$ cat src/ngemm_cfg_pkg.sv
package ngemm_cfg_pkg;

  // ******************************
  // Tile geometry
  // ******************************

  localparam int MAT_DIM  = 4;
  localparam int ELEM_W   = 16;
  localparam int NUM_ELEM = MAT_DIM * MAT_DIM;

  // Inner dimension count, 1 to MAT_DIM plus the write-back step
  localparam int DIM_W    = 3;
  localparam int IDX_W    = $clog2(MAT_DIM);

  // ******************************
  // Element and tile types
  // ******************************

  typedef logic [ELEM_W-1:0] elem_t;

  // Row-major, element (r,c) is m[r][c]
  typedef elem_t [MAT_DIM-1:0][MAT_DIM-1:0] matrix_t;

  typedef logic [MAT_DIM-1:0] dim_mask_t;

  // Bit index is row*MAT_DIM+col
  typedef logic [NUM_ELEM-1:0] elem_mask_t;

endpackage

$ cat src/mult_array.sv
`timescale 1ns/10ps

module mult_array
(
  input  logic                   dca_port_15,
  input  logic                   dca_port_13,
  input  logic                   i_mul_valid,
  input  ngemm_cfg_pkg::matrix_t i_mul_a,
  input  ngemm_cfg_pkg::matrix_t i_mul_b,
  output ngemm_cfg_pkg::matrix_t o_prod
);

  import ngemm_cfg_pkg::*;

  // ******************************
  // Sixteen multiply lanes
  // ******************************

  // Keeps the low half of each product, wraps like the adder
  always_ff @(posedge dca_port_15, negedge dca_port_13)
  begin
    if (!dca_port_13)
      o_prod <= '0;
    else if (i_mul_valid)
    begin
      for (int r = 0; r < MAT_DIM; r++)
      begin
        for (int c = 0; c < MAT_DIM; c++)
        begin
          o_prod[r][c] <= i_mul_a[r][c] * i_mul_b[r][c];
        end
      end
    end
  end

endmodule

$ cat config.mk
export PLATFORM = sky130hd
export DESIGN_NAME = mult_array
export DESIGN_NICKNAME = d
export VERILOG_FILES = /design/src/ngemm_cfg_pkg.sv /design/src/mult_array.sv
export SDC_FILE = /design/constraint.sdc
export NUM_CORES = 2
export LEC_CHECK = 0
export BUFFER_PORTS_ARGS = -buffer_cell sky130_fd_sc_hd__buf_4
export CELL_PAD_IN_SITES_DETAIL_PLACEMENT = 1
export CELL_PAD_IN_SITES_GLOBAL_PLACEMENT = 2
export CORE_MARGIN = 1
export CORE_UTILIZATION = 39
export DETAILED_ROUTE_END_ITERATION = 6
export GPL_ROUTABILITY_DRIVEN = 0
export HOLD_SLACK_MARGIN = 0.06
export PLACE_DENSITY_LB_ADDON = 0.1
export RECOVER_POWER = 100
export REMOVE_ABC_BUFFERS = 1
export SLEW_MARGIN = 0
export SYNTH_ARGS = -nofsm -noshare
export SYNTH_HDL_FRONTEND = slang
export SYNTH_SLANG_ARGS = --single-unit
$ cat constraint.sdc
create_clock -name dca_port_15 -period 1.6 [get_ports dca_port_15]
set_clock_uncertainty 0.1 [all_clocks]
set_input_delay 0.24 -clock dca_port_15 [delete_from_list [all_inputs] [get_ports dca_port_15]]
set_output_delay 0.24 -clock dca_port_15 [all_outputs]
set_load 0.005 [all_outputs]
==> reports/summary.txt <==
CTS tree: built
Register area share after synthesis: 8.79%
Power Total: 240 mW
Vias per cell: 4.82
Synth Cell Area: 0.0729 mm^2
Pre-antenna DRT Iters: 5
Final design utilization: 54.2%
Number of synthesized flops with an enable pin: 0
Worst-case clock buffer depth: 3
Drt wl/cell: 20.0 um
Tcrit/Tclk final: 284%
Worst slack, placed: -3.86 ns
P_leak: 50.0 nW
Endpoints failing hold: 0
CTS Buf Count: 42
Switch share: 47.5%
Unique masters post-synth: 53
H-tree Lvls: 2
Peak VDD IR: 1.83 mV
Endpoint with the worst hold slack: o_prod[97]
Synth cell count leaders: 1,851 x inv_1, 1,280 x fa_1, 1,133 x nand2_1
Failing checks: setup timing
Regs by FF count: o_prod x256
Total negative slack: -463.08 ns
Final-report setup violation count: 423
Mean Syn Cell Area: 8.89 um^2
Unrepaired setup endpoints after global routing: yes
Post-synth top area cell: fa_1
Top cells by area, synth: fa_1 35%, ha_1 13%, inv_1 9.5%
Max FFs per register: 256
DP Area: 0.0904 mm^2
Top reg by flops: o_prod
Result of the run: complete, but fails checks
Antenna viol nets, final: 0
Chip Height: 434 um
Congestion Overflow GR: 0
CP Capture Type: flip-flop
Worst R2R Start: o_prod[45]
Rel. slew slack: 4.33%
Setup CP Type: in -> reg
Synthesis Warnings: 0
Setup slack after layout: -2.95 ns
FF-to-FF path depth: 3
WHS Path Cells: 4
Post-synth top area share: 35.2%
Fraction of layout cells with a size suffix above 1: 33.2%
Reg-to-Reg End: o_prod[45]
First-pass GRT wire length: 396,000 um
Post-synth top flop: dfrtp_1
Top-count cell post-synth: inv_1
Ys async rst share: 100%
Worst Path Max Fanout: 5
Max-cap violations: 0
Int Pwr: 126 mW
DR DRC count: 0
Clock power share: 4.4%
Least-Margin Pin Slew: 1.43 ns
Critical Path RT: 2.05 ns
Initial antenna violation count: 41
Num ports: 771
Startpoint Class: input port
DRT Wirelength: 253,000 um
Fin nets: 12,695
Port-buffer cells: 770
Largest net degree at the start of global routing: 41
Pwr/cell area: 2390 mW/mm^2
Via count: 61,095
P_sw: 114 mW
FF-to-FF setup slack: 0.37 ns
P&R area growth vs syn: 38.0%
Gr usage total: 27.1%
#FFs+latches synth: 256
DP Wirelength: 209,000 um
Worst-Skew Late Latency: 0.64 ns
Final instance area: 0.101 mm^2
Combinational share of power: 90.6%
Initial core utilization: 39.3%
Die area: 0.189 mm^2
Critical Path AT: 5.00 ns
Clk root buf: clkbuf_16
Clock transition at the registers of the reported paths: 0.05 ns
Maximum clock frequency: 220 MHz
Core footprint: 0.185 mm^2
Hold Path Class: in -> reg
Final Max Slew Viols: 0
Syn Inst Count: 8,198
Starting DRC count in detailed routing: 1,816
Die width: 434 um
Row cnt: 158
Vias in the first global route: 71,047
CTS sink cnt: 256
Min-delay src: i_mul_a[97]
Fin crit period: 4.55 ns
Sequential share of power: 5.1%
==> power by group through the flow <==
stage,clock [mW],combinational (mW),sequential (mW)
6_report,10.5,217,12.2
3_3_place_gp,0,159,12.2
3_5_place_dp,0,164,12.2
5_1_grt,11.0,238,12.5
4_1_cts,10.8,205,12.2
2_1_floorplan,0,96.5,11.7
==> what timing repair did <==
item                        CTS  global route
setup endpoints to repair   305           276
buffers inserted            109            46
hold buffers                 36             0
hold endpoints to repair    304             0
pin swaps                   777           411
cloned                        3             1
resized for setup          1391           406
==> cell type report <==
type | instances | area [um^2]
tap | 2480 | 3100
clock buffer | 52 | 1140
multi-input combinational | 5811 | 63900
inverter | 1852 | 6980
timing repair buffer | 2153 | 18600
antenna | 34 | 85.1
clock inverter | 25 | 349
fill | 21249 | 84900
sequential | 256 | 6410
==> worst max-delay path by stage <==
| stage | start | end |
|---|---|---|
| floorplan | i_mul_b[84] | o_prod[94] |
| global placement | i_mul_b[244] | o_prod[255] |
| detailed placement | i_mul_b[132] | o_prod[143] |
| CTS | i_mul_b[197] | o_prod[207] |
| global route | i_mul_b[196] | o_prod[207] |
| finish | i_mul_b[196] | o_prod[207] |
==> critical path, stage by stage <==
cell	delay [ns]
buf_8	0.11
and2_4	0.15
fa_1	0.55
inv_2	0.04
fa_1	0.52
fa_1	0.43
fa_1	0.51
inv_2	0.04
fa_1	0.47
inv_1	0.05
fa_1	0.49
inv_2	0.05
ha_4	0.28
buf_6	0.11
nand2_2	0.07
nand3_2	0.08
nor2_1	0.05
a31oi_1	0.21
o211ai_1	0.21
xnor2_2	0.19
a21oi_1	0.15
==> per-layer routing <==
metal | global-route usage [%] | up-vias | routed length [um] | share of wire (%)
met5 | 0 | - | 63 | 0.025
met4 | 13.5 | 10 | 14100 | 5.6
met3 | 2.86 | 409 | 8120 | 3.2
met2 | 48.8 | 973 | 131000 | 52
met1 | 31.8 | 31300 | 99400 | 39
li1 | - | 28403 | - | -
==> through the flow <==
stage	hold WS, ns	std cells
after floorplan	-0.156	7919
after global placement	0.0512	12388
after detailed placement	0.0509	12388
after CTS	0.0429	12586
after global routing	0.102	12660
final	0.102	12663
==> cell families after synthesis <==
group	count (synthesis)	share of synthesized area (%)
and+or+nand+nor	2517	17.3
DFF	256	8.79
AOI/OAI and AO/OA	506	4.72
muxes	161	2.47
xor gates and xnor gates	563	7.09
adders and majority gates	2064	48.6
buffers and inverters	2131	11.0
==> cell usage in the layout (no fill, tap or decap), types with 45 or more instances in the layout <==
cell type	n
a21oi_4	45
buf_6	288
clkbuf_4	99
inv_2	174
and2_1	912
nor2_1	71
inv_1	1670
and2_4	181
fa_2	82
nand2_2	46
a21oi_1	76
buf_12	92
ha_2	54
xnor2_1	398
nand2_1	1070
mux2_2	115
buf_4	1515
ha_1	603
fa_1	1198
dfrtp_1	256
xor2_1	104
ha_4	127
(Power assumes the default switching activity.)
