File: src/ngemm_cfg_pkg.sv
package ngemm_cfg_pkg;

  // ******************************
  // Tile geometry
  // ******************************

  localparam int MAT_DIM  = 4;
  localparam int ELEM_W   = 16;
  localparam int NUM_ELEM = MAT_DIM * MAT_DIM;

  // Inner dimension count, 1 to MAT_DIM plus the write-back step
  localparam int DIM_W    = 3;
  localparam int IDX_W    = $clog2(MAT_DIM);

  // ******************************
  // Element and tile types
  // ******************************

  typedef logic [ELEM_W-1:0] elem_t;

  // Row-major, element (r,c) is m[r][c]
  typedef elem_t [MAT_DIM-1:0][MAT_DIM-1:0] matrix_t;

  typedef logic [MAT_DIM-1:0] dim_mask_t;

  // Bit index is row*MAT_DIM+col
  typedef logic [NUM_ELEM-1:0] elem_mask_t;

endpackage

File: src/ngemm_inst_pkg.sv
package ngemm_inst_pkg;

  import ngemm_cfg_pkg::*;

  // ******************************
  // Operation codes
  // ******************************

  typedef enum logic [1:0]
  {
    OP_ADD    = 2'd0,
    OP_SUB    = 2'd1,
    OP_EWMULT = 2'd2,
    OP_MATMUL = 2'd3
  } op_e;

  // Adder lane modes
  typedef enum logic [1:0]
  {
    AM_ADD       = 2'd0,
    AM_SUB       = 2'd1,
    AM_ACC_FIRST = 2'd2,
    AM_ACC       = 2'd3
  } add_mode_e;

  // Which lane array holds the finished result
  typedef enum logic
  {
    SRC_ADD = 1'b0,
    SRC_MUL = 1'b1
  } src_e;

  // ******************************
  // Instruction word
  // ******************************

  typedef struct packed
  {
    op_e              op;
    dim_mask_t        row_mask;
    dim_mask_t        col_mask;
    logic [DIM_W-1:0] k_dim;
  } inst_t;

endpackage

File: src/add_bus_if.sv
`timescale 1ns/10ps

interface add_bus_if;

  import ngemm_cfg_pkg::*;
  import ngemm_inst_pkg::*;

  // One operation per valid cycle
  logic      valid;
  add_mode_e mode;

  // Operands for add and subtract, ignored while accumulating
  matrix_t   a;
  matrix_t   b;

  modport seq
  (
    output valid,
    output mode,
    output a,
    output b
  );

  modport lane
  (
    input  valid,
    input  mode,
    input  a,
    input  b
  );

endinterface

File: src/add_sub_array.sv
`timescale 1ns/10ps

module add_sub_array
(
  input  logic                   dca_port_15,
  input  logic                   dca_port_13,
  add_bus_if.lane                add_bus,
  input  ngemm_cfg_pkg::matrix_t i_prod,
  output ngemm_cfg_pkg::matrix_t o_sum
);

  import ngemm_cfg_pkg::*;
  import ngemm_inst_pkg::*;

  // ******************************
  // Sixteen add/sub/acc lanes
  // ******************************

  always_ff @(posedge dca_port_15, negedge dca_port_13)
  begin
    if (!dca_port_13)
      o_sum <= '0;
    else if (add_bus.valid)
    begin
      for (int r = 0; r < MAT_DIM; r++)
      begin
        for (int c = 0; c < MAT_DIM; c++)
        begin
          case (add_bus.mode)
            AM_ADD:
              o_sum[r][c] <= add_bus.a[r][c] + add_bus.b[r][c];
            AM_SUB:
              o_sum[r][c] <= add_bus.a[r][c] - add_bus.b[r][c];
            // First partial product starts a fresh sum
            AM_ACC_FIRST:
              o_sum[r][c] <= i_prod[r][c];
            AM_ACC:
              o_sum[r][c] <= o_sum[r][c] + i_prod[r][c];
            default:
              o_sum[r][c] <= o_sum[r][c];
          endcase
        end
      end
    end
  end

endmodule

File: src/flat_wrapper.sv
// flat-port wrapper written by rule: the top's interface ports become plain ports
module add_sub_array_flat import ngemm_cfg_pkg::*; import ngemm_inst_pkg::*;
  (dca_port_15, dca_port_13, i_prod, o_sum, add_bus_valid, add_bus_mode, add_bus_a, add_bus_b);
  add_bus_if add_bus_i ();
  input  logic dca_port_15;
  input  logic dca_port_13;
  input  ngemm_cfg_pkg::matrix_t i_prod;
  output ngemm_cfg_pkg::matrix_t o_sum;
  input wire logic [$bits(add_bus_i.valid)-1:0] add_bus_valid;
  input wire logic [$bits(add_bus_i.mode)-1:0] add_bus_mode;
  input wire logic [$bits(add_bus_i.a)-1:0] add_bus_a;
  input wire logic [$bits(add_bus_i.b)-1:0] add_bus_b;
  assign add_bus_i.valid = add_bus_valid;
  assign add_bus_i.mode = add_bus_mode;
  assign add_bus_i.a = add_bus_a;
  assign add_bus_i.b = add_bus_b;
  add_sub_array u_core (.dca_port_15(dca_port_15), .dca_port_13(dca_port_13), .add_bus(add_bus_i), .i_prod(i_prod), .o_sum(o_sum));
endmodule
File: config.mk
export PLATFORM = sky130hd
export DESIGN_NAME = add_sub_array_flat
export DESIGN_NICKNAME = d
export VERILOG_FILES = /design/src/ngemm_cfg_pkg.sv /design/src/ngemm_inst_pkg.sv /design/src/add_bus_if.sv /design/src/add_sub_array.sv /design/src/flat_wrapper.sv
export SDC_FILE = /design/constraint.sdc
export NUM_CORES = 2
export LEC_CHECK = 0
export BUFFER_PORTS_ARGS = -buffer_cell sky130_fd_sc_hd__clkbuf_2
export CAP_MARGIN = 20
export CORE_AREA = 3 3 401 403
export CTS_CLUSTER_SIZE = 40
export DETAILED_ROUTE_END_ITERATION = 16
export DIE_AREA = 0 0 404 406
export HOLD_SLACK_MARGIN = 0.02
export PLACE_DENSITY = 0.4
export SLEW_MARGIN = 5
export SYNTH_ARGS = -nofsm -noshare
export SYNTH_HDL_FRONTEND = slang
export SYNTH_SLANG_ARGS = --single-unit
File: constraint.sdc
create_clock -name dca_port_15 -period 7.5 [get_ports dca_port_15]
set_clock_uncertainty 0.05 [all_clocks]
set_input_delay 1.5 -clock dca_port_15 [delete_from_list [all_inputs] [get_ports dca_port_15]]
set_output_delay 1.5 -clock dca_port_15 [all_outputs]
set_load 0.01 [all_outputs]
==> impl_metrics.py <==
metrics = {
    "status": {
        "status": "finished clean",
    },
    "place": {
        "portBuffers": 1028,
        "placed_area_um2": 46000,
        "hpwl_mm": 157,
        "placedCellCount": 7854,
        "pre_cts_slack_ns": 1.28,
        "gp_congestion": 0.904,
    },
    "synthesis": {
        "synth.avg_cell_area_um2": 7.86,
        "synth_nets": 6189,
        "synth-async-reset-ratio_pct": 100,
        "yosysWarnings": 0,
        "syn_area_um2": 38400,
        "syn_inst": 4888,
        "synth_seq_area_share_pct": 16.7,
        "yosysUniqueCellTypes": 84,
        "synth_enable_flop_cells": 0,
        "synth.top_cell.area_share_pct": 16.7,
        "synth_seq_cells": 256,
        "yosysTopAreaCell": "dfrtp_1",
        "ys.flop_type": "dfrtp_1",
        "ys_top_cells_by_area": "dfrtp_1 (17%), ha_1 (16%), xnor2_1 (10%), a21oi_1 (7.7%), nor2_1 (5.4%)",
    },
    "timing": {
        "rsz0062_at_grt": "false",
        "setup_violations": 0,
        "worstMarginPinSlew_ns": 0.961,
        "whs_ns": 0.468,
        "period_needed_ns": 5.56,
        "clock.fmax_mhz": 180,
        "max-slew-margin-rel_pct": 35.9,
        "finalMaxSlewViolations": 0,
        "hold_violations": 0,
        "tns_ns": 0,
        "fin_crit_sh_pct": 74.1,
        "fin_ws_ns": 1.94,
    },
    "critical_path": {
        "worstPathArrival_ns": 6.01,
        "worstSetupEndpointType": "flop",
        "startpoint_type": "primary input",
        "critical_path_required_ns": 7.95,
        "crit_type": "in -> reg",
        "crit_fanout": 66,
    },
    "final_layout": {
        "reg_top3": "u_core.o_sum x256",
        "fillers": 17300,
        "instances_no_fill": 7978,
        "fin_util_pct": 30.2,
        "nets": 7131,
        "top_register": "u_core.o_sum",
        "stdcell_area_um2": 47600,
        "layout_common_cells": "clkbuf_2 (1024), a21oi_1 (588), nor2_1 (549)",
        "layout-drive-gt1-share_pct": 21.9,
        "largest_reg_flops": 256,
        "final_common_cell": "clkbuf_2",
        "syn2layout_area_growth_pct": 23.9,
    },
    "global_routing": {
        "gr-total-overflow": 0,
        "grt_pass1_vias": 39800,
        "track_usage_pct": 22.7,
        "grt_max_degree": 112,
        "grt_pass1_wl_mm": 276,
        "grt_antenna_before_repair": 86,
    },
    "power": {
        "p_sw_mw": 4.89,
        "power_frac_seq_pct": 19.4,
        "p_int_mw": 5.83,
        "power_leakage_nw": 22.2,
        "p_per_area_nw_per_um2": 225,
        "power.clock.fraction_pct": 21.4,
        "finalPower_mw": 10.7,
        "p_sw_share_pct": 45.6,
        "comb_power_share_pct": 59.2,
        "worst_ir_drop_vdd_v": 0.000185,
    },
    "routing": {
        "avgRoutedWirePerCell_um": 24.3,
        "dr_wl_met2_mm": 93.5,
        "drc": 0,
        "drt_wl_total_mm": 194,
        "met3WireLength_mm": 13.7,
        "top_layer_used": "met5",
        "drtIter0Drc": 2211,
        "drt_first_pass_iters": 5,
        "drt-met1-wl_mm": 80.1,
        "ant_nets": 0,
        "vias": 40500,
        "viasPerCell": 5.07,
    },
    "run": {
        "maxCapViolCount": 0,
    },
    "floorplanning": {
        "die_height_um": 406,
        "core_um2": 158000,
        "rows": 146,
        "io_pins": 1029,
        "initial_core_util_pct": 24.3,
        "die_x_um": 404,
        "die-area_um2": 164000,
    },
    "cts": {
        "clock_path_buffers": 3,
        "post_cts_buffers": 0,
        "cts_root_buffer": "clkbuf_16",
        "cts_sinks": 256,
        "path_clk_slew_ns": 0.06,
        "htreeDepth": 2,
        "ctsResizeCount": 0,
        "cts_made_buffers": 46,
        "clock_latency_ns": 0.62,
        "cts_tree": "yes",
        "postCtsHoldBufs": 0,
    },
    "min_path": {
        "min_path_type": "reg -> reg",
    },
}
==> metal layers <==
layer  vias up  global-route usage [%]
met2      1032                    39.2
met4        56                    7.66
met1     19200                    26.8
li1      19900                       -
met3       284                    6.40
met5         -                       0
==> worst max-delay path, stage by stage <==
cell and delay [ns]:
buf_8 0.14, inv_8 0.46, nand2_4 0.43, buf_4 0.37, mux2i_1 0.20, fa_1 0.46, a21o_1 0.18, a21oi_1 0.23
o21bai_1 0.11, a2111oi_0 0.61, nor3_1 0.11, a211oi_1 0.39, o21ai_0 0.23, xnor2_1 0.23, o2111ai_1 0.12, o21a_1 0.15
==> synth_stat cells (all sizes together), types with 11 or more instances <==
| cell type | n |
|---|---|
| nor3b | 21 |
| mux2i | 93 |
| or2 | 15 |
| a2111oi | 14 |
| o21ai | 262 |
| and2 | 26 |
| a31oi | 74 |
| a211o | 13 |
| nor2 | 554 |
| o21bai | 57 |
| o41ai | 28 |
| dfrtp | 256 |
| inv | 173 |
| or4 | 11 |
| nand3 | 64 |
| o21a | 58 |
| a21oi | 588 |
| nand2b | 62 |
| o31ai | 46 |
| nor2b | 59 |
| a221oi | 24 |
| a31o | 11 |
| o22ai | 19 |
| xor2 | 187 |
| nand2 | 265 |
| and3 | 27 |
| a222oi | 11 |
| o211ai | 42 |
| mux2 | 90 |
| a41oi | 11 |
| a211oi | 78 |
| clkbuf | 150 |
| a21o | 181 |
| nor3 | 112 |
| fa | 32 |
| buf | 22 |
| ha | 496 |
| nor4 | 33 |
| xnor2 | 438 |
| nand4 | 12 |
| o221ai | 11 |
| or3 | 41 |
==> cell type report <==
type	count	area [µm²]	area share (%)
clock inverter	15	156	0.328
sequential	256	6410	13.5
multi-input combinational	4286	30800	64.6
inverter	174	668	1.40
clock buffer	68	1390	2.91
tap	2072	2590	5.45
timing repair buffer	1066	5520	11.6
antenna	41	103	0.215
==> power by group through the flow <==
stage          Combinational [mW]  Sequential [mW]  Clock (mW)
3_5_place_dp                 6.36             2.11           0
3_3_place_gp                 6.37             2.10           0
5_1_grt                      7.06             2.14        2.43
4_1_cts                      6.41             2.08        2.39
6_report                     6.35             2.08        2.29
2_1_floorplan                4.15             2.16           0
==> cells by family (layout without fill, tap and decap cells) <==
logic type | Yosys count | after routing | share of synthesized area, %
AOI/OAI and AO/OA | 1625 | 1625 | 26.9
xor gates and xnor gates | 625 | 625 | 14.2
adders and majority gates | 528 | 528 | 17.8
buffers and inverters | 346 | 1323 | 3.38
DFF | 256 | 256 | 16.7
muxes | 183 | 183 | 5.06
other | 0 | 41 | 0
and+or+nand+nor | 1325 | 1325 | 16.0
==> path summary, 6_finish.rpt <==
check,to,slack [ns],depth (start not counted),from
max in group asynchronous,u_core.o_sum[178]$_DFFE_PN0P_,5.33,2,dca_port_13
min in group asynchronous,u_core.o_sum[32]$_DFFE_PN0P_,0.74,1,dca_port_13
setup reg to reg,u_core.o_sum[142]$_DFFE_PN0P_,3.56,11,u_core.o_sum[128]$_DFFE_PN0P_
hold / removal,u_core.o_sum[55]$_DFFE_PN0P_,0.47,1,u_core.o_sum[55]$_DFFE_PN0P_
hold reg to reg,u_core.o_sum[55]$_DFFE_PN0P_,0.47,1,u_core.o_sum[55]$_DFFE_PN0P_
setup / recovery,u_core.o_sum[28]$_DFFE_PN0P_,1.94,16,add_bus_mode[1]
No activity file was read; power rests on OpenSTA's default activity.
