File: src/ngemm_cfg_pkg.sv
package ngemm_cfg_pkg;

  // ******************************
  // Tile geometry
  // ******************************

  localparam int MAT_DIM  = 4;
  localparam int ELEM_W   = 16;
  localparam int NUM_ELEM = MAT_DIM * MAT_DIM;

  // Inner dimension count, 1 to MAT_DIM plus the write-back step
  localparam int DIM_W    = 3;
  localparam int IDX_W    = $clog2(MAT_DIM);

  // ******************************
  // Element and tile types
  // ******************************

  typedef logic [ELEM_W-1:0] elem_t;

  // Row-major, element (r,c) is m[r][c]
  typedef elem_t [MAT_DIM-1:0][MAT_DIM-1:0] matrix_t;

  typedef logic [MAT_DIM-1:0] dim_mask_t;

  // Bit index is row*MAT_DIM+col
  typedef logic [NUM_ELEM-1:0] elem_mask_t;

endpackage

File: src/ngemm_inst_pkg.sv
package ngemm_inst_pkg;

  import ngemm_cfg_pkg::*;

  // ******************************
  // Operation codes
  // ******************************

  typedef enum logic [1:0]
  {
    OP_ADD    = 2'd0,
    OP_SUB    = 2'd1,
    OP_EWMULT = 2'd2,
    OP_MATMUL = 2'd3
  } op_e;

  // Adder lane modes
  typedef enum logic [1:0]
  {
    AM_ADD       = 2'd0,
    AM_SUB       = 2'd1,
    AM_ACC_FIRST = 2'd2,
    AM_ACC       = 2'd3
  } add_mode_e;

  // Which lane array holds the finished result
  typedef enum logic
  {
    SRC_ADD = 1'b0,
    SRC_MUL = 1'b1
  } src_e;

  // ******************************
  // Instruction word
  // ******************************

  typedef struct packed
  {
    op_e              op;
    dim_mask_t        row_mask;
    dim_mask_t        col_mask;
    logic [DIM_W-1:0] k_dim;
  } inst_t;

endpackage

File: src/add_bus_if.sv
`timescale 1ns/10ps

interface add_bus_if;

  import ngemm_cfg_pkg::*;
  import ngemm_inst_pkg::*;

  // One operation per valid cycle
  logic      valid;
  add_mode_e mode;

  // Operands for add and subtract, ignored while accumulating
  matrix_t   a;
  matrix_t   b;

  modport seq
  (
    output valid,
    output mode,
    output a,
    output b
  );

  modport lane
  (
    input  valid,
    input  mode,
    input  a,
    input  b
  );

endinterface

File: src/wb_bus_if.sv
`timescale 1ns/10ps

interface wb_bus_if;

  import ngemm_cfg_pkg::*;
  import ngemm_inst_pkg::*;

  // High while the chosen array output is final
  logic      valid;
  src_e      src;
  dim_mask_t row_mask;
  dim_mask_t col_mask;

  modport seq
  (
    output valid,
    output src,
    output row_mask,
    output col_mask
  );

  modport writer
  (
    input  valid,
    input  src,
    input  row_mask,
    input  col_mask
  );

endinterface
File: src/ngemm_sequencer.sv
`timescale 1ns/10ps

module ngemm_sequencer
(
  input  logic                   dca_port_15,
  input  logic                   dca_port_13,
  input  logic                   i_clear,
  input  logic                   i_start,
  input  ngemm_inst_pkg::inst_t  i_inst,
  input  ngemm_cfg_pkg::matrix_t i_lhs,
  input  ngemm_cfg_pkg::matrix_t i_rhs,
  output logic                   o_busy,
  output logic                   o_mul_valid,
  output ngemm_cfg_pkg::matrix_t o_mul_a,
  output ngemm_cfg_pkg::matrix_t o_mul_b,
  add_bus_if.seq                 add_bus,
  wb_bus_if.seq                  wb_bus
);

  import ngemm_cfg_pkg::*;
  import ngemm_inst_pkg::*;

  logic             run_q;
  logic [DIM_W-1:0] step_q;
  logic             acc_vld_q;

  inst_t            inst_q;
  logic [DIM_W-1:0] k_q;
  matrix_t          lhs_q;
  matrix_t          rhs_q;

  logic             accept;
  logic             is_mm;
  logic [DIM_W-1:0] k_eff;
  logic [DIM_W-1:0] last_step;
  logic [IDX_W-1:0] k_idx;
  logic             wb_fire;

  assign accept = ~run_q & i_start;

  // Zero behaves as one, oversize is held to the tile width
  always_comb
  begin
    k_eff = i_inst.k_dim;
    if (i_inst.k_dim == '0)
      k_eff = DIM_W'(1);
    else if (i_inst.k_dim > DIM_W'(MAT_DIM))
      k_eff = DIM_W'(MAT_DIM);
  end

  // ******************************
  // Control state
  // ******************************

  always_ff @(posedge dca_port_15, negedge dca_port_13)
  begin
    if (!dca_port_13)
    begin
      run_q     <= 1'b0;
      step_q    <= '0;
      acc_vld_q <= 1'b0;
    end
    else if (i_clear)
    begin
      run_q     <= 1'b0;
      step_q    <= '0;
      acc_vld_q <= 1'b0;
    end
    else if (accept)
    begin
      run_q     <= 1'b1;
      step_q    <= '0;
      acc_vld_q <= 1'b0;
    end
    else if (run_q)
    begin
      // Accumulate trails its multiply by one cycle
      acc_vld_q <= o_mul_valid & is_mm;
      if (wb_fire)
      begin
        run_q  <= 1'b0;
        step_q <= '0;
      end
      else
        step_q <= step_q + 1'b1;
    end
  end

  always_ff @(posedge dca_port_15)
  begin
    if (accept)
    begin
      inst_q <= i_inst;
      k_q    <= k_eff;
      lhs_q  <= i_lhs;
      rhs_q  <= i_rhs;
    end
  end

  assign is_mm     = (inst_q.op == OP_MATMUL);
  assign last_step = is_mm ? k_q + 1'b1 : DIM_W'(1);
  assign k_idx     = step_q[IDX_W-1:0];
  assign wb_fire   = run_q & ~i_clear & (step_q == last_step);
  assign o_busy    = run_q;

  // ******************************
  // Multiplier issue
  // ******************************

  always_comb
  begin
    o_mul_valid = 1'b0;
    if (run_q)
    begin
      if (inst_q.op == OP_EWMULT)
        o_mul_valid = (step_q == '0);
      else if (is_mm)
        o_mul_valid = (step_q < k_q);
    end
  end

  // Step k spreads lhs column k along rows and rhs row k along columns
  always_comb
  begin
    for (int r = 0; r < MAT_DIM; r++)
    begin
      for (int c = 0; c < MAT_DIM; c++)
      begin
        if (is_mm)
        begin
          o_mul_a[r][c] = lhs_q[r][k_idx];
          o_mul_b[r][c] = rhs_q[k_idx][c];
        end
        else
        begin
          o_mul_a[r][c] = lhs_q[r][c];
          o_mul_b[r][c] = rhs_q[r][c];
        end
      end
    end
  end

  // ******************************
  // Adder issue and write-back
  // ******************************

  always_comb
  begin
    add_bus.valid = 1'b0;
    add_bus.mode  = AM_ADD;
    add_bus.a     = lhs_q;
    add_bus.b     = rhs_q;
    if (run_q)
    begin
      case (inst_q.op)
        OP_ADD:
          add_bus.valid = (step_q == '0);
        OP_SUB:
        begin
          add_bus.valid = (step_q == '0);
          add_bus.mode  = AM_SUB;
        end
        OP_MATMUL:
        begin
          add_bus.valid = acc_vld_q;
          add_bus.mode  = (step_q == DIM_W'(1)) ? AM_ACC_FIRST : AM_ACC;
        end
        default:
          add_bus.valid = 1'b0;
      endcase
    end
  end

  assign wb_bus.valid    = wb_fire;
  assign wb_bus.src      = (inst_q.op == OP_EWMULT) ? SRC_MUL : SRC_ADD;
  assign wb_bus.row_mask = inst_q.row_mask;
  assign wb_bus.col_mask = inst_q.col_mask;

endmodule

File: src/flat_wrapper.sv
// flat-port wrapper written by rule: the top's interface ports become plain ports
module ngemm_sequencer_flat import ngemm_cfg_pkg::*; import ngemm_inst_pkg::*;
  (dca_port_15, dca_port_13, i_clear, i_start, i_inst, i_lhs, i_rhs, o_busy, o_mul_valid, o_mul_a, o_mul_b, add_bus_valid, add_bus_mode, add_bus_a, add_bus_b, wb_bus_valid, wb_bus_src, wb_bus_row_mask, wb_bus_col_mask);
  add_bus_if add_bus_i ();
  wb_bus_if wb_bus_i ();
  input  logic dca_port_15;
  input  logic dca_port_13;
  input  logic i_clear;
  input  logic i_start;
  input  ngemm_inst_pkg::inst_t i_inst;
  input  ngemm_cfg_pkg::matrix_t i_lhs;
  input  ngemm_cfg_pkg::matrix_t i_rhs;
  output logic o_busy;
  output logic o_mul_valid;
  output ngemm_cfg_pkg::matrix_t o_mul_a;
  output ngemm_cfg_pkg::matrix_t o_mul_b;
  output wire logic [$bits(add_bus_i.valid)-1:0] add_bus_valid;
  output wire logic [$bits(add_bus_i.mode)-1:0] add_bus_mode;
  output wire logic [$bits(add_bus_i.a)-1:0] add_bus_a;
  output wire logic [$bits(add_bus_i.b)-1:0] add_bus_b;
  output wire logic [$bits(wb_bus_i.valid)-1:0] wb_bus_valid;
  output wire logic [$bits(wb_bus_i.src)-1:0] wb_bus_src;
  output wire logic [$bits(wb_bus_i.row_mask)-1:0] wb_bus_row_mask;
  output wire logic [$bits(wb_bus_i.col_mask)-1:0] wb_bus_col_mask;
  assign add_bus_valid = add_bus_i.valid;
  assign add_bus_mode = add_bus_i.mode;
  assign add_bus_a = add_bus_i.a;
  assign add_bus_b = add_bus_i.b;
  assign wb_bus_valid = wb_bus_i.valid;
  assign wb_bus_src = wb_bus_i.src;
  assign wb_bus_row_mask = wb_bus_i.row_mask;
  assign wb_bus_col_mask = wb_bus_i.col_mask;
  ngemm_sequencer u_core (.dca_port_15(dca_port_15), .dca_port_13(dca_port_13), .i_clear(i_clear), .i_start(i_start), .i_inst(i_inst), .i_lhs(i_lhs), .i_rhs(i_rhs), .o_busy(o_busy), .o_mul_valid(o_mul_valid), .o_mul_a(o_mul_a), .o_mul_b(o_mul_b), .add_bus(add_bus_i), .wb_bus(wb_bus_i));
endmodule
File: config.mk
export PLATFORM = sky130hd
export DESIGN_NAME = ngemm_sequencer_flat
export DESIGN_NICKNAME = d
export VERILOG_FILES = /design/src/ngemm_cfg_pkg.sv /design/src/ngemm_inst_pkg.sv /design/src/add_bus_if.sv /design/src/wb_bus_if.sv /design/src/ngemm_sequencer.sv /design/src/flat_wrapper.sv
export SDC_FILE = /design/constraint.sdc
export NUM_CORES = 1
export LEC_CHECK = 0
export BUFFER_PORTS_ARGS = -buffer_cell sky130_fd_sc_hd__buf_2
export CORE_AREA = 2 2 610 612
export CTS_CLUSTER_DIAMETER = 150
export DETAILED_ROUTE_END_ITERATION = 12
export DIE_AREA = 0 0 612 614
export HOLD_SLACK_MARGIN = 0.1
export MAX_ROUTING_LAYER = met4
export PLACE_DENSITY = 0.3
export SETUP_SLACK_MARGIN = 0.3
export SLEW_MARGIN = 20
export SYNTH_ARGS = -nofsm -noshare
export SYNTH_HDL_FRONTEND = slang
export SYNTH_SLANG_ARGS = --single-unit
export TNS_END_PERCENT = 50
File: constraint.sdc
create_clock -name dca_port_15 -period 43.3 [get_ports dca_port_15]
set_clock_uncertainty 0.2 [all_clocks]
set_input_delay 2.165 -clock dca_port_15 [delete_from_list [all_inputs] [get_ports dca_port_15]]
set_output_delay 2.165 -clock dca_port_15 [all_outputs]
set_load 0.1 [all_outputs]
==> flow_metrics.tcl <==
set metrics [dict create \
    cts.reportedPaths.clkPinSlew_ps 60 \
    syn_to_final_growth_pct 68.3 \
    io_pins 1568 \
    multi_input_area_um2 8110 \
    drc 0 \
    cts_buffers 80 \
    clkPwrFrac_pct 30.7 \
    portBuffers 1567 \
    final_cell_mix "1567 x buf_2, 525 x edfxtp_1, 514 x a21o_1" \
    drt-initial-drc-count 2053 \
    die_w_um 612 \
    wl_per_cell_um 33.6 \
    hold_violations 0 \
    combPwrFrac_pct 38.8 \
    cp-end-kind "primary output" \
    slew_viol_final 0 \
    p_leak_nw 17.9 \
    startpoint_type "register" \
    nFillCells 42400 \
    finalCriticalPeriod_ps 8230 \
    status "complete, no violations" \
    worstPathArrival_ps 5860 \
    place.gp.congestion 0.903 \
    synth_cell_type_count 30 \
    wirelength_um 275000 \
    seq_area_frac_synth_pct 64.7 \
    fin_util_pct 11.2 \
    clk_latency_ps 800 \
    postCtsHoldBufs 0 \
    vias 22600 \
    root_buffer "clkbuf_16" \
    htreeDepth 3 \
    syn_inst 1467 \
    synth_area_um2 24600 \
    cts_tree "yes" \
    rsz0062_at_grt "no" \
    r2r-start "u_core.o_busy$_DFF_PN0_" \
    grt_usage_pct 14.3 \
    p_int_w 0.00111 \
    ir_drop_v 0.0000260 \
    firstDrtPassIters 7 \
    power_density_nw_per_um2 52.5 \
    overflow 0 \
    area.sequential_um2 15900 \
    holdCritStartpoint "u_core.acc_vld_q$_DFFE_PN0P_" \
    synth_nets 2004 \
    initial_core_util_pct 6.63 \
    whs_ps 375 \
    num_rows 224 \
    dieArea_um2 376000 \
    p_sw_w 0.00106 \
    cts_resized 0 \
    relSlewSlack_pct 33.5 \
    post-route-period-util_pct 19.0 \
    dp_hpwl_um 243000 \
    maxCapViolCount 0 \
    via_per_inst 2.76 \
    grt_max_degree 102 \
    switching_share_pct 48.7 \
    clkSinkCount 530 \
    fp.dieH_um 614 \
    power_frac_seq_pct 30.5 \
    yosys_warnings 0 \
    grt_antenna_before_repair 144 \
    drive_above_1_share_pct 60.9 \
    grt_pass1_wl_um 321000 \
    fmax_mhz 122 \
    coreArea_um2 370000 \
    final_common_cell "buf_2" \
    crit_required_ps 40940 \
    startpoint "u_core.inst_q[11]$_DFFE_PP_" \
    worstSetupPathType "register to primary output" \
    fin_nets 3603 \
    cp_max_fo 89 \
    ys_ff_latch 530 \
    hold_class "register to register" \
    cts_setup_buffers 0 \
    drtAntennaViolNets 0 \
    setup_viol 0 \
    grt_pass1_vias 21800 \
    finalSetupTns_ps 0 \
    tightest_slew_ps 997 \
    clockBufferDepth 4 \
    syn_avg_cell_area_um2 16.7 \
]
==> synthesized netlist by cell type <==
library cell	number	area, µm²
edfxtp_1	525	15800
a21o_1	514	3860
mux4_2	128	2880
nor2b_1	102	638
clkbuf_1	68	255
nor2b_4	25	344
buf_2	19	95.1
buf_4	11	82.6
buf_6	10	113
ha_1	8	100
inv_1	8	30.0
nor2_1	7	26.3
and2b_4	5	50.1
dfrtp_1	5	125
nand2_1	4	15.0
xnor2_1	4	35.0
buf_1	3	11.3
nand3_1	3	15.0
a21oi_1	2	10.0
a31oi_1	2	12.5
a32o_1	2	20.0
nand2b_1	2	12.5
nor3_1	2	10.0
nor3b_1	2	15.0
a22oi_1	1	7.51
and2_1	1	6.26
and3_1	1	6.26
o31ai_1	1	7.51
or2_2	1	6.26
xor2_1	1	8.76
==> layout make-up <==
cell class | instances | area share, %
Timing Repair Buffer | 1628 | 20.1
Tap cell | 4972 | 15.0
Clock inverter | 38 | 0.914
Multi-Input combinational cell | 818 | 19.6
Antenna cell | 97 | 0.587
Inverter | 8 | 0.0726
Clock buffer | 101 | 5.19
Sequential cell | 530 | 38.4
==> critical path, cell delays in order (launching register included) <==
cell and delay [ps]:
edfxtp_1 530, nand2_4 470, buf_4 590, buf_4 780
buf_4 650, buf_4 820, nor2b_1 410, a21o_1 270
buf_2 310
==> state kept, by name, summed over array words and instances (netlist names) <==
name / flops
u_core.inst_q: 2
u_core.add_bus.b: 256
u_core.o_busy: 1
u_core.acc_vld_q: 1
u_core.step_q: 3
u_core.add_bus.a: 256
u_core.wb_bus.col_mask: 4
u_core.wb_bus.row_mask: 4
u_core.k_q: 3
==> path summary, 6_finish.rpt <==
path | to | slack (ps) | cells past startpoint
max | o_mul_a[142] | 35070 | 8
min | u_core.acc_vld_q$_DFFE_PN0P_ | 380 | 2
max reg2reg | u_core.add_bus.a[134]$_DFFE_PP_ | 39120 | 5
min reg2reg | u_core.acc_vld_q$_DFFE_PN0P_ | 380 | 2
max in group asynchronous | u_core.step_q[1]$_DFFE_PN0P_ | 41770 | 1
min in group asynchronous | u_core.o_busy$_DFF_PN0_ | 970 | 1
==> cells by family (layout without fill, tap and decap cells) <==
| kind of cell | after synthesis | in the layout | share of synthesized area, % |
|---|---|---|---|
| AND/OR/NAND/NOR | 155 | 155 | 4.66 |
| other | 0 | 97 | 0 |
| adder cells (fa/ha/maj) | 8 | 8 | 0.407 |
| buffers and inverters | 119 | 1775 | 2.39 |
| multiplexers | 128 | 128 | 11.7 |
| flip-flops | 530 | 530 | 64.7 |
| XOR/XNOR | 5 | 5 | 0.178 |
| AO/OA/AOI/OAI | 522 | 522 | 15.9 |
==> power by group through the flow <==
stage	Sequential, W	Combinational, W	Clock [W]
final	0.000663	0.000841	0.000667
after global routing	0.000665	0.000867	0.000713
after CTS	0.000664	0.000856	0.000703
after detailed placement	0.000674	0.000854	0
after global placement	0.000675	0.000855	0
after floorplan	0.000852	0.000442	0
==> metrics by stage <==
| stage | worst slack (ps) | instance area (µm²) | total power, W | cells |
|---|---|---|---|---|
| 2_1_floorplan | 16950 | 24600 | 0.00129 | 1467 |
| 3_3_place_gp | 35930 | 38600 | 0.00153 | 7956 |
| 3_5_place_dp | 35790 | 38600 | 0.00153 | 7956 |
| 4_1_cts | 34850 | 41100 | 0.00222 | 8095 |
| 5_1_grt | 34590 | 41300 | 0.00224 | 8169 |
| 6_report | 35070 | 41300 | 0.00217 | 8192 |
==> per-layer routing <==
metal  routed length (µm)  GRT usage, %  vias up
met5                    0             -        -
met4                 6220          3.12        0
met3                38200          7.86      238
met2               129000          22.7     1489
met1               102000          15.6    11700
li1                     -             -     9181
Power figures use the tool's default switching activity.
