$ cat config.mk
export PLATFORM = sky130hd
export DESIGN_NAME = result_writer_flat
export DESIGN_NICKNAME = d
export VERILOG_FILES = /design/src/ngemm_cfg_pkg.sv /design/src/ngemm_inst_pkg.sv /design/src/wb_bus_if.sv /design/src/result_writer.sv /design/src/flat_wrapper.sv
export SDC_FILE = /design/constraint.sdc
export NUM_CORES = 1
export LEC_CHECK = 0
export ABC_AREA = 1
export BUFFER_PORTS_ARGS = -buffer_cell sky130_fd_sc_hd__buf_4
export CAP_MARGIN = 10
export CORE_AREA = 4 4 312 314
export DETAILED_ROUTE_END_ITERATION = 7
export DIE_AREA = 0 0 316 318
export PLACE_DENSITY_LB_ADDON = 0.2
export SYNTH_ARGS = -nofsm -noshare
export SYNTH_HDL_FRONTEND = slang
export SYNTH_SLANG_ARGS = --single-unit
export TNS_END_PERCENT = 1
$ cat constraint.sdc
create_clock -name dca_port_15 -period 0.85 [get_ports dca_port_15]
set_input_delay 0.1275 -clock dca_port_15 [delete_from_list [all_inputs] [get_ports dca_port_15]]
set_output_delay 0.1275 -clock dca_port_15 [all_outputs]
set_load 0.02 [all_outputs]
$ cat src/ngemm_cfg_pkg.sv
package ngemm_cfg_pkg;

  // ******************************
  // Tile geometry
  // ******************************

  localparam int MAT_DIM  = 4;
  localparam int ELEM_W   = 16;
  localparam int NUM_ELEM = MAT_DIM * MAT_DIM;

  // Inner dimension count, 1 to MAT_DIM plus the write-back step
  localparam int DIM_W    = 3;
  localparam int IDX_W    = $clog2(MAT_DIM);

  // ******************************
  // Element and tile types
  // ******************************

  typedef logic [ELEM_W-1:0] elem_t;

  // Row-major, element (r,c) is m[r][c]
  typedef elem_t [MAT_DIM-1:0][MAT_DIM-1:0] matrix_t;

  typedef logic [MAT_DIM-1:0] dim_mask_t;

  // Bit index is row*MAT_DIM+col
  typedef logic [NUM_ELEM-1:0] elem_mask_t;

endpackage

$ cat src/ngemm_inst_pkg.sv
package ngemm_inst_pkg;

  import ngemm_cfg_pkg::*;

  // ******************************
  // Operation codes
  // ******************************

  typedef enum logic [1:0]
  {
    OP_ADD    = 2'd0,
    OP_SUB    = 2'd1,
    OP_EWMULT = 2'd2,
    OP_MATMUL = 2'd3
  } op_e;

  // Adder lane modes
  typedef enum logic [1:0]
  {
    AM_ADD       = 2'd0,
    AM_SUB       = 2'd1,
    AM_ACC_FIRST = 2'd2,
    AM_ACC       = 2'd3
  } add_mode_e;

  // Which lane array holds the finished result
  typedef enum logic
  {
    SRC_ADD = 1'b0,
    SRC_MUL = 1'b1
  } src_e;

  // ******************************
  // Instruction word
  // ******************************

  typedef struct packed
  {
    op_e              op;
    dim_mask_t        row_mask;
    dim_mask_t        col_mask;
    logic [DIM_W-1:0] k_dim;
  } inst_t;

endpackage

$ cat src/wb_bus_if.sv
`timescale 1ns/10ps

interface wb_bus_if;

  import ngemm_cfg_pkg::*;
  import ngemm_inst_pkg::*;

  // High while the chosen array output is final
  logic      valid;
  src_e      src;
  dim_mask_t row_mask;
  dim_mask_t col_mask;

  modport seq
  (
    output valid,
    output src,
    output row_mask,
    output col_mask
  );

  modport writer
  (
    input  valid,
    input  src,
    input  row_mask,
    input  col_mask
  );

endinterface
$ cat src/result_writer.sv
`timescale 1ns/10ps

module result_writer
(
  input  logic                      dca_port_15,
  input  logic                      dca_port_13,
  wb_bus_if.writer                  wb_bus,
  input  ngemm_cfg_pkg::matrix_t    i_sum,
  input  ngemm_cfg_pkg::matrix_t    i_prod,
  output logic                      o_done,
  output ngemm_cfg_pkg::matrix_t    o_result,
  output ngemm_cfg_pkg::elem_mask_t o_wmask
);

  import ngemm_cfg_pkg::*;
  import ngemm_inst_pkg::*;

  elem_mask_t mask;

  // Outer product of row and column enables
  always_comb
  begin
    for (int r = 0; r < MAT_DIM; r++)
    begin
      for (int c = 0; c < MAT_DIM; c++)
      begin
        mask[r*MAT_DIM + c] = wb_bus.row_mask[r] & wb_bus.col_mask[c];
      end
    end
  end

  // ******************************
  // Done strobe and write mask
  // ******************************

  always_ff @(posedge dca_port_15, negedge dca_port_13)
  begin
    if (!dca_port_13)
    begin
      o_done  <= 1'b0;
      o_wmask <= '0;
    end
    else
    begin
      o_done  <= wb_bus.valid;
      o_wmask <= wb_bus.valid ? mask : '0;
    end
  end

  // Result holds until the next write-back
  always_ff @(posedge dca_port_15)
  begin
    if (wb_bus.valid)
      o_result <= (wb_bus.src == SRC_MUL) ? i_prod : i_sum;
  end

endmodule

$ cat src/flat_wrapper.sv
// flat-port wrapper written by rule: the top's interface ports become plain ports
module result_writer_flat import ngemm_cfg_pkg::*; import ngemm_inst_pkg::*;
  (dca_port_15, dca_port_13, i_sum, i_prod, o_done, o_result, o_wmask, wb_bus_valid, wb_bus_src, wb_bus_row_mask, wb_bus_col_mask);
  wb_bus_if wb_bus_i ();
  input  logic dca_port_15;
  input  logic dca_port_13;
  input  ngemm_cfg_pkg::matrix_t i_sum;
  input  ngemm_cfg_pkg::matrix_t i_prod;
  output logic o_done;
  output ngemm_cfg_pkg::matrix_t o_result;
  output ngemm_cfg_pkg::elem_mask_t o_wmask;
  input wire logic [$bits(wb_bus_i.valid)-1:0] wb_bus_valid;
  input wire logic [$bits(wb_bus_i.src)-1:0] wb_bus_src;
  input wire logic [$bits(wb_bus_i.row_mask)-1:0] wb_bus_row_mask;
  input wire logic [$bits(wb_bus_i.col_mask)-1:0] wb_bus_col_mask;
  assign wb_bus_i.valid = wb_bus_valid;
  assign wb_bus_i.src = wb_bus_src;
  assign wb_bus_i.row_mask = wb_bus_row_mask;
  assign wb_bus_i.col_mask = wb_bus_col_mask;
  result_writer u_core (.dca_port_15(dca_port_15), .dca_port_13(dca_port_13), .wb_bus(wb_bus_i), .i_sum(i_sum), .i_prod(i_prod), .o_done(o_done), .o_result(o_result), .o_wmask(o_wmask));
endmodule
==> results.md, run 1 <==
- Status: complete, but fails checks
- Violations in the final reports: setup timing
- Max-slew violations: 0
- CTS tree: yes
- GP Congestion: ~0.89
- CP Launch Type: register
- Initial Util: 0.1217
- Area grow syn2layout: 133.6%
- Synth area leaders: edfxtp_1 67%, nand2_1 25%, dfrtp_1 3.7%
- Power per cell area: 1571 nW/um^2
- First-pass GRT wire length: 87.46 mm
- FMAX: 0.7227 GHz
- CP required: 0.72 ns
- CP Buf/Inv Count: 1
- Root Driver: clkbuf_16
- Commonest non-fill, non-tap cells in the layout: 770 x nand2_1, 582 x buf_4, 518 x dlygate4sd3_1, 273 x buf_6, 256 x edfxtp_1
- Pre-CTS WS: -0.3368 ns
- Worst min path class: input port to register
- Final ANT Viol Nets: 0
- WL met3: 4.603 mm
- Die width: 316 um
- GRT overflow: 0
- DR WL met2: 31.29 mm
- Fin. Hold Viols: 0
- CP Capture Type: output port
- Largest stage delay, worst path: ~0.51 ns
- Clock-pin slew on the worst setup and hold paths: 0.05 ns
- Worst-path fanout max: 1
- Vias: 13160
- Number of global-route vias before repair: approximately 15000
- Maximum clock path buffer count: 3
- WL met1: between 20 and 25 mm
- CP delay by family, top: flip-flops
- Final Setup Violations: 275
- GRT Total Usage: 0.1158
- Largest net degree at the start of global routing: 43
- Initial antenna violation count: 2
- Synthesized Nets: 1647
- Most common cell after layout, fill and taps aside: nand2_1
- # rows: 113
- DRC: 0
- Avg Cell Area, Syn: 10.25 sq um
- CP Data Arrival Time: approximately 1.3 ns
- Crit path cell chain: buf_6
- First-pass DRT Iterations: 5
- Total Nets Final: between 3000 and 4000
- Peak supply drop: 0.9859 mV
- Num ports: approximately 800
- Layout cells sized above 1: 0.3679
- Die area: 100500 sq um
- Synth warnings: 0
- HPWL Detailed: 46.07 mm
- Seq/Total Area, Yosys: 0.7046
- I/O Buffers: 796
- Total wire length: 61.02 mm
- Initial drt markers: 469
- H-tree Lvls: 2
- Vias per cell: 3.468
- Crit share post-route: 1.628
- RSZ-0062 raised after global routing: yes
- Syn Std Cell Area: 11510 sq um
- Max_slew headroom: 0.7556
- Maxcap violations: 0
- DR top layer: met5
- Final Power: 42.26 mW
- LEAKAGE: 12.43 nW
- Crit path setup slack, layout: -0.5337 ns
- Total CTS buffers: 37
- Synth unique cells: 9
- Drt wl/cell: 16.08 um
- Die Span Y: about 320 um
- CTS Sinks: 273
- Worst-Margin Slew: between 0.3 and 0.4 ns
- Mapped Cells: 1123
- WS Path Type: register to output port
- Synth area leader: edfxtp_1
- Crit path max-delay cell type: edfxtp_1
- Crit path time final: 1.384 ns
- Synthesized flop and latch total: 273
- Top-area cell type share of the netlist area: 0.6677
- Total core area: 94590 sq um
## sequential cells by signal, indices dropped and copies added, names as in the netlist
name	flops
u_core.o_done	1
u_core.o_result	256
u_core.o_wmask	16
## per-stage QoR
step,hold WS (ns),instances,TNS (ns),cell area (sq um),utilization
3_5_place_dp,0.0007952,3209,-79.58,19550,0.2067
5_1_grt,0.01532,3794,-116.79,26900,0.2844
3_3_place_gp,0.001346,3209,-77.55,19550,0.2067
6_report,0.03213,3794,-96.47,26900,0.2844
2_1_floorplan,-0.1681,1123,-2.769,11660,-
4_1_cts,0.001579,3793,-113.35,26880,0.2841
## power by group
group          leakage, nW  switching [mW]  internal [mW]
registers             2.72           0.623           16.2
logic                 9.14            4.65           5.94
clock network        0.567            5.95           8.93
total                 12.4            11.2           31.0
## Yosys cell counts (all sizes together)
master	n
buf	57
dfrtp	17
nand2	772
edfxtp	256
inv	5
nor2	16
## what timing repair did
item | CTS | global route
gates resized for setup | 269 | 6
pin swaps | 0 | 0
endpoints found under the hold margin | 288 | 0
setup buffers | 0 | 0
setup endpoints to repair | 273 | 281
hold buffers | 518 | 0
## metal layers
layer  track usage  vias up
li1              -     6362
met1        0.1185     6035
met2        0.2139      596
met3       0.03074      163
met4       0.06048        2
met5             0        -
## final cells by class
cell class | instances | area, sq um
tap | 1265 | 1583
clock inverter | 15 | 98.84
sequential | 273 | 8113
inverter | 5 | 26.28
multi-input combinational | 788 | 2963
antenna | 1 | 2.502
timing repair buffer | 1395 | 13060
fill | 9775 | 67690
clock buffer | 52 | 1055
## final timing paths
| path | start | end | cells after the start | slack (ns) |
|---|---|---|---|---|
| max in group asynchronous | dca_port_13 | u_core.o_wmask[11]$_DFF_PN0_ | 3 | 0.09 |
| worst max-delay path | u_core.o_result[62]$_DFFE_PP_ | o_result[62] | 1 | -0.53 |
| worst min-delay path | wb_bus_valid | u_core.o_result[183]$_DFFE_PP_ | 2 | 0.03 |
| min in group asynchronous | dca_port_13 | u_core.o_wmask[14]$_DFF_PN0_ | 3 | 0.55 |
## logic make-up after synthesis
| group | share of synthesized area |
|---|---|
| buffers and inverters | 0.03847 |
| DFF | 0.7046 |
| and+or+nand+nor | 0.2569 |
(Power assumes the default switching activity.)
==> run 2: changes to the inputs <==
CORE_AREA = 4 4 309 311   (was 4 4 312 314)
CTS_BUF_LIST = sky130_fd_sc_hd__clkbuf_8   (was unset)
DIE_AREA = 0 0 313 315   (was 0 0 316 318)
==> run 2 against run 1 <==
Effect of this change:
- the flow still finishes with violations (setup timing)
- sequential share of layout area rose by 0.062 points
- cell area fell by 0.20%
- clock-buffer cell count increased by 11
- sequential cell count is the same
- fmax is 4.3% lower
- sequential power about the same
- combinational power hardly changed
- first-iteration DRC count grew 22%
- critical path type unchanged
- largest cell class unchanged
==> results.md, run 2 (same netlist as run 1, synthesis figures left out) <==
- Crit path cell chain: buf_12 > buf_8
- Max_slew headroom: 0.7953 (+0.03972)
- HPWL Detailed: 44.23 mm (-4.0%)
- Final ANT Viol Nets: 0 (unchanged)
- Crit path setup slack, layout: -0.5959 ns (-0.06221 ns)
- Biggest regs: u_core.o_result x256, u_core.o_wmask x16, u_core.o_done x1
- First-pass DRT Iterations: 4 (-1)
- CP Buf/Inv Count: 2 (+1)
- GP Congestion: 0.8969 (+0.61%)
- Die area: 98600 sq um (-1.9%)
- Largest stage delay, worst path: 0.41 ns (-0.10 ns)
- Initial drt markers: 570 (+22%)
- Crit path time final: 1.446 ns (+0.06221 ns)
- Peak supply drop: 0.8001 mV (-19%)
- Hold worst-path end: u_core.o_result[45]$_DFFE_PP_
- First-pass GRT wire length: 84.34 mm (-3.6%)
- GRT Total Usage: 0.1121 (-0.003630)
- Area grow syn2layout: 133.1%
- Hold_sp: wb_bus_valid
- CP required: 0.72 ns (about the same)
- Final setup TNS: -113.41 ns (-16.94 ns)
- Fin. Hold Viols: 0 (unchanged)
- Violations in the final reports: setup timing
- CP Capture Type: output port
- Vias: 13250 (+0.72%)
- Most common cell after layout, fill and taps aside: nand2_1
- Status: complete, but fails checks
- RSZ-0062 raised after global routing: yes
- Hold_ws: 0.07923 ns (+0.04709 ns)
- CP Data Arrival Time: 1.32 ns (+0.06 ns)
- Max FFs per register: 256 (unchanged)
- CP delay by family, top: flip-flops
- Final Setup Violations: 273 (-0.73%)
- CTS Sinks: 273 (unchanged)
- # rows: 112 (-0.88%)
- LEAKAGE: 12.54 nW (+0.87%)
- Root Driver: clkbuf_8
- WS Path Type: register to output port
- Post-CTS Setup Repair Bufs: 0 (unchanged)
- FMAX: 0.6916 GHz (-4.3%)
- Worst hold path depth: 3 (+1)
- Placed cell area: 19540 sq um (about the same)
- Crit path max-delay cell type: edfxtp_1
- I/O Buffers: 796 (unchanged)
- Layout cells sized above 1: 0.3699 (+0.001973)
- Num ports: 797 (unchanged)
- Worst-path fanout max: 1 (unchanged)
- Total Nets Final: 3056 (+1.1%)
- Total core area: 92770 sq um (-1.9%)
- Post-placement cell count: 3205 (-0.12%)
- Maxcap violations: 0 (unchanged)
- Total CTS buffers: 53 (+43%)
- Max-slew violations: 0 (unchanged)
- CP Launch Type: register
- Drt wl/cell: 15.38 um (-4.4%)
- Worst min path class: input port to register
- Total wire length: 58.87 mm (-3.5%)
- Worst-Margin Slew: 0.3071 ns (-0.05869 ns)
- Largest net degree at the start of global routing: 40 (-7.0%)
- Fin cells: 3829 (+0.92%)
- GRT overflow: 0 (unchanged)
- Initial Util: 0.1241 (+0.002385)
- Power per cell area: 1483 nW/um^2 (-5.6%)
- Final core occ: 0.2894 (+0.004980)
- CTS tree: yes
- Most flop-heavy register: u_core.o_result
- Number of global-route vias before repair: 14400 (-0.86%)
- DRC: 0 (unchanged)
- Crit share post-route: 1.701 (+0.07319)
- Die width: 313 um (-0.95%)
- Clock-pin slew on the worst setup and hold paths: 0.06 ns (about the same)
- Initial antenna violation count: 2 (unchanged)
- H-tree Lvls: 2 (unchanged)
- Final Cell Area: 26840 sq um (-0.20%)
- Commonest non-fill, non-tap cells in the layout: 772 x nand2_1, 593 x buf_4, 522 x dlygate4sd3_1, 272 x buf_6, 256 x edfxtp_1
- Die Span Y: 315 um (-0.94%)
- Vias per cell: 3.461 (-0.20%)
- Maximum clock path buffer count: 3 (unchanged)
## run 2: cell types whose count changed in the layout (fill, tap and decap cells not counted), moves of 2 or more
cell	before	now
buf_12	20	17
buf_4	582	593
clkbuf_1	10	0
clkbuf_16	39	0
clkbuf_8	4	64
clkinv_1	7	12
clkinv_2	5	2
dlygate4sd3_1	518	522
dlymetal6s4s_1	0	4
inv_1	4	23
nand2_1	770	772
nand2_2	2	0
## run 2: tightest hold or removal path: cells and delay by family
kind,cells,cell delay (ns)
buf+inv,3,0.42
## run 2: how the worst max path moves through the flow
stage	from	end	slack (ns)	depth (start not counted)
after floorplan	wb_bus_src	u_core.o_result[100]$_DFFE_PP_	-0.01	6
after global placement	wb_bus_src	u_core.o_result[191]$_DFFE_PP_	-0.31	5
after detailed placement	wb_bus_src	u_core.o_result[191]$_DFFE_PP_	-0.30	5
after CTS	u_core.o_result[58]$_DFFE_PP_	o_result[58]	-0.68	2
after global routing	u_core.o_result[58]$_DFFE_PP_	o_result[58]	-0.69	2
final	u_core.o_result[58]$_DFFE_PP_	o_result[58]	-0.60	2
## run 2: per-stage QoR
| stage | setup slack, ns | total power, mW |
|---|---|---|
| CTS | -0.6829 | 40.63 |
| global placement | -0.3102 | 24.76 |
| finish | -0.5959 | 39.81 |
| floorplan | -0.01243 | 19.62 |
| detailed placement | -0.2996 | 24.74 |
| global route | -0.6924 | 41.88 |
## run 2: what timing repair did
item	4_1_cts	5_1_grt
gates resized for setup	272	6
pin swaps	0	0
setup endpoints to repair	273	441
endpoints found under the hold margin	316	0
hold buffers	526	0
## run 2: final cells by class
type	instances	area (sq um)
timing repair buffer	1411	13170
inverter	5	26.28
multi-input combinational	788	2958
clock inverter	34	133.9
fill	9631	65930
sequential	273	8113
clock buffer	63	867.1
tap	1254	1569
antenna	1	2.502
## run 2: report_power, final
group / internal [mW] / switching, mW / total [mW] / leakage [nW]
registers: 16.2 / 0.608 / 16.8 / 2.72
logic: 5.97 / 4.62 / 10.6 / 9.23
clock network: 6.65 / 5.81 / 12.5 / 0.581
## run 2: routing by layer
layer	track usage	share of wire	vias up
li1	-	-	6433
met1	0.1183	0.36	6105
met2	0.2060	0.51	580
met3	0.03477	0.080	133
met4	0.04757	0.041	2
met5	0	0.00022	-
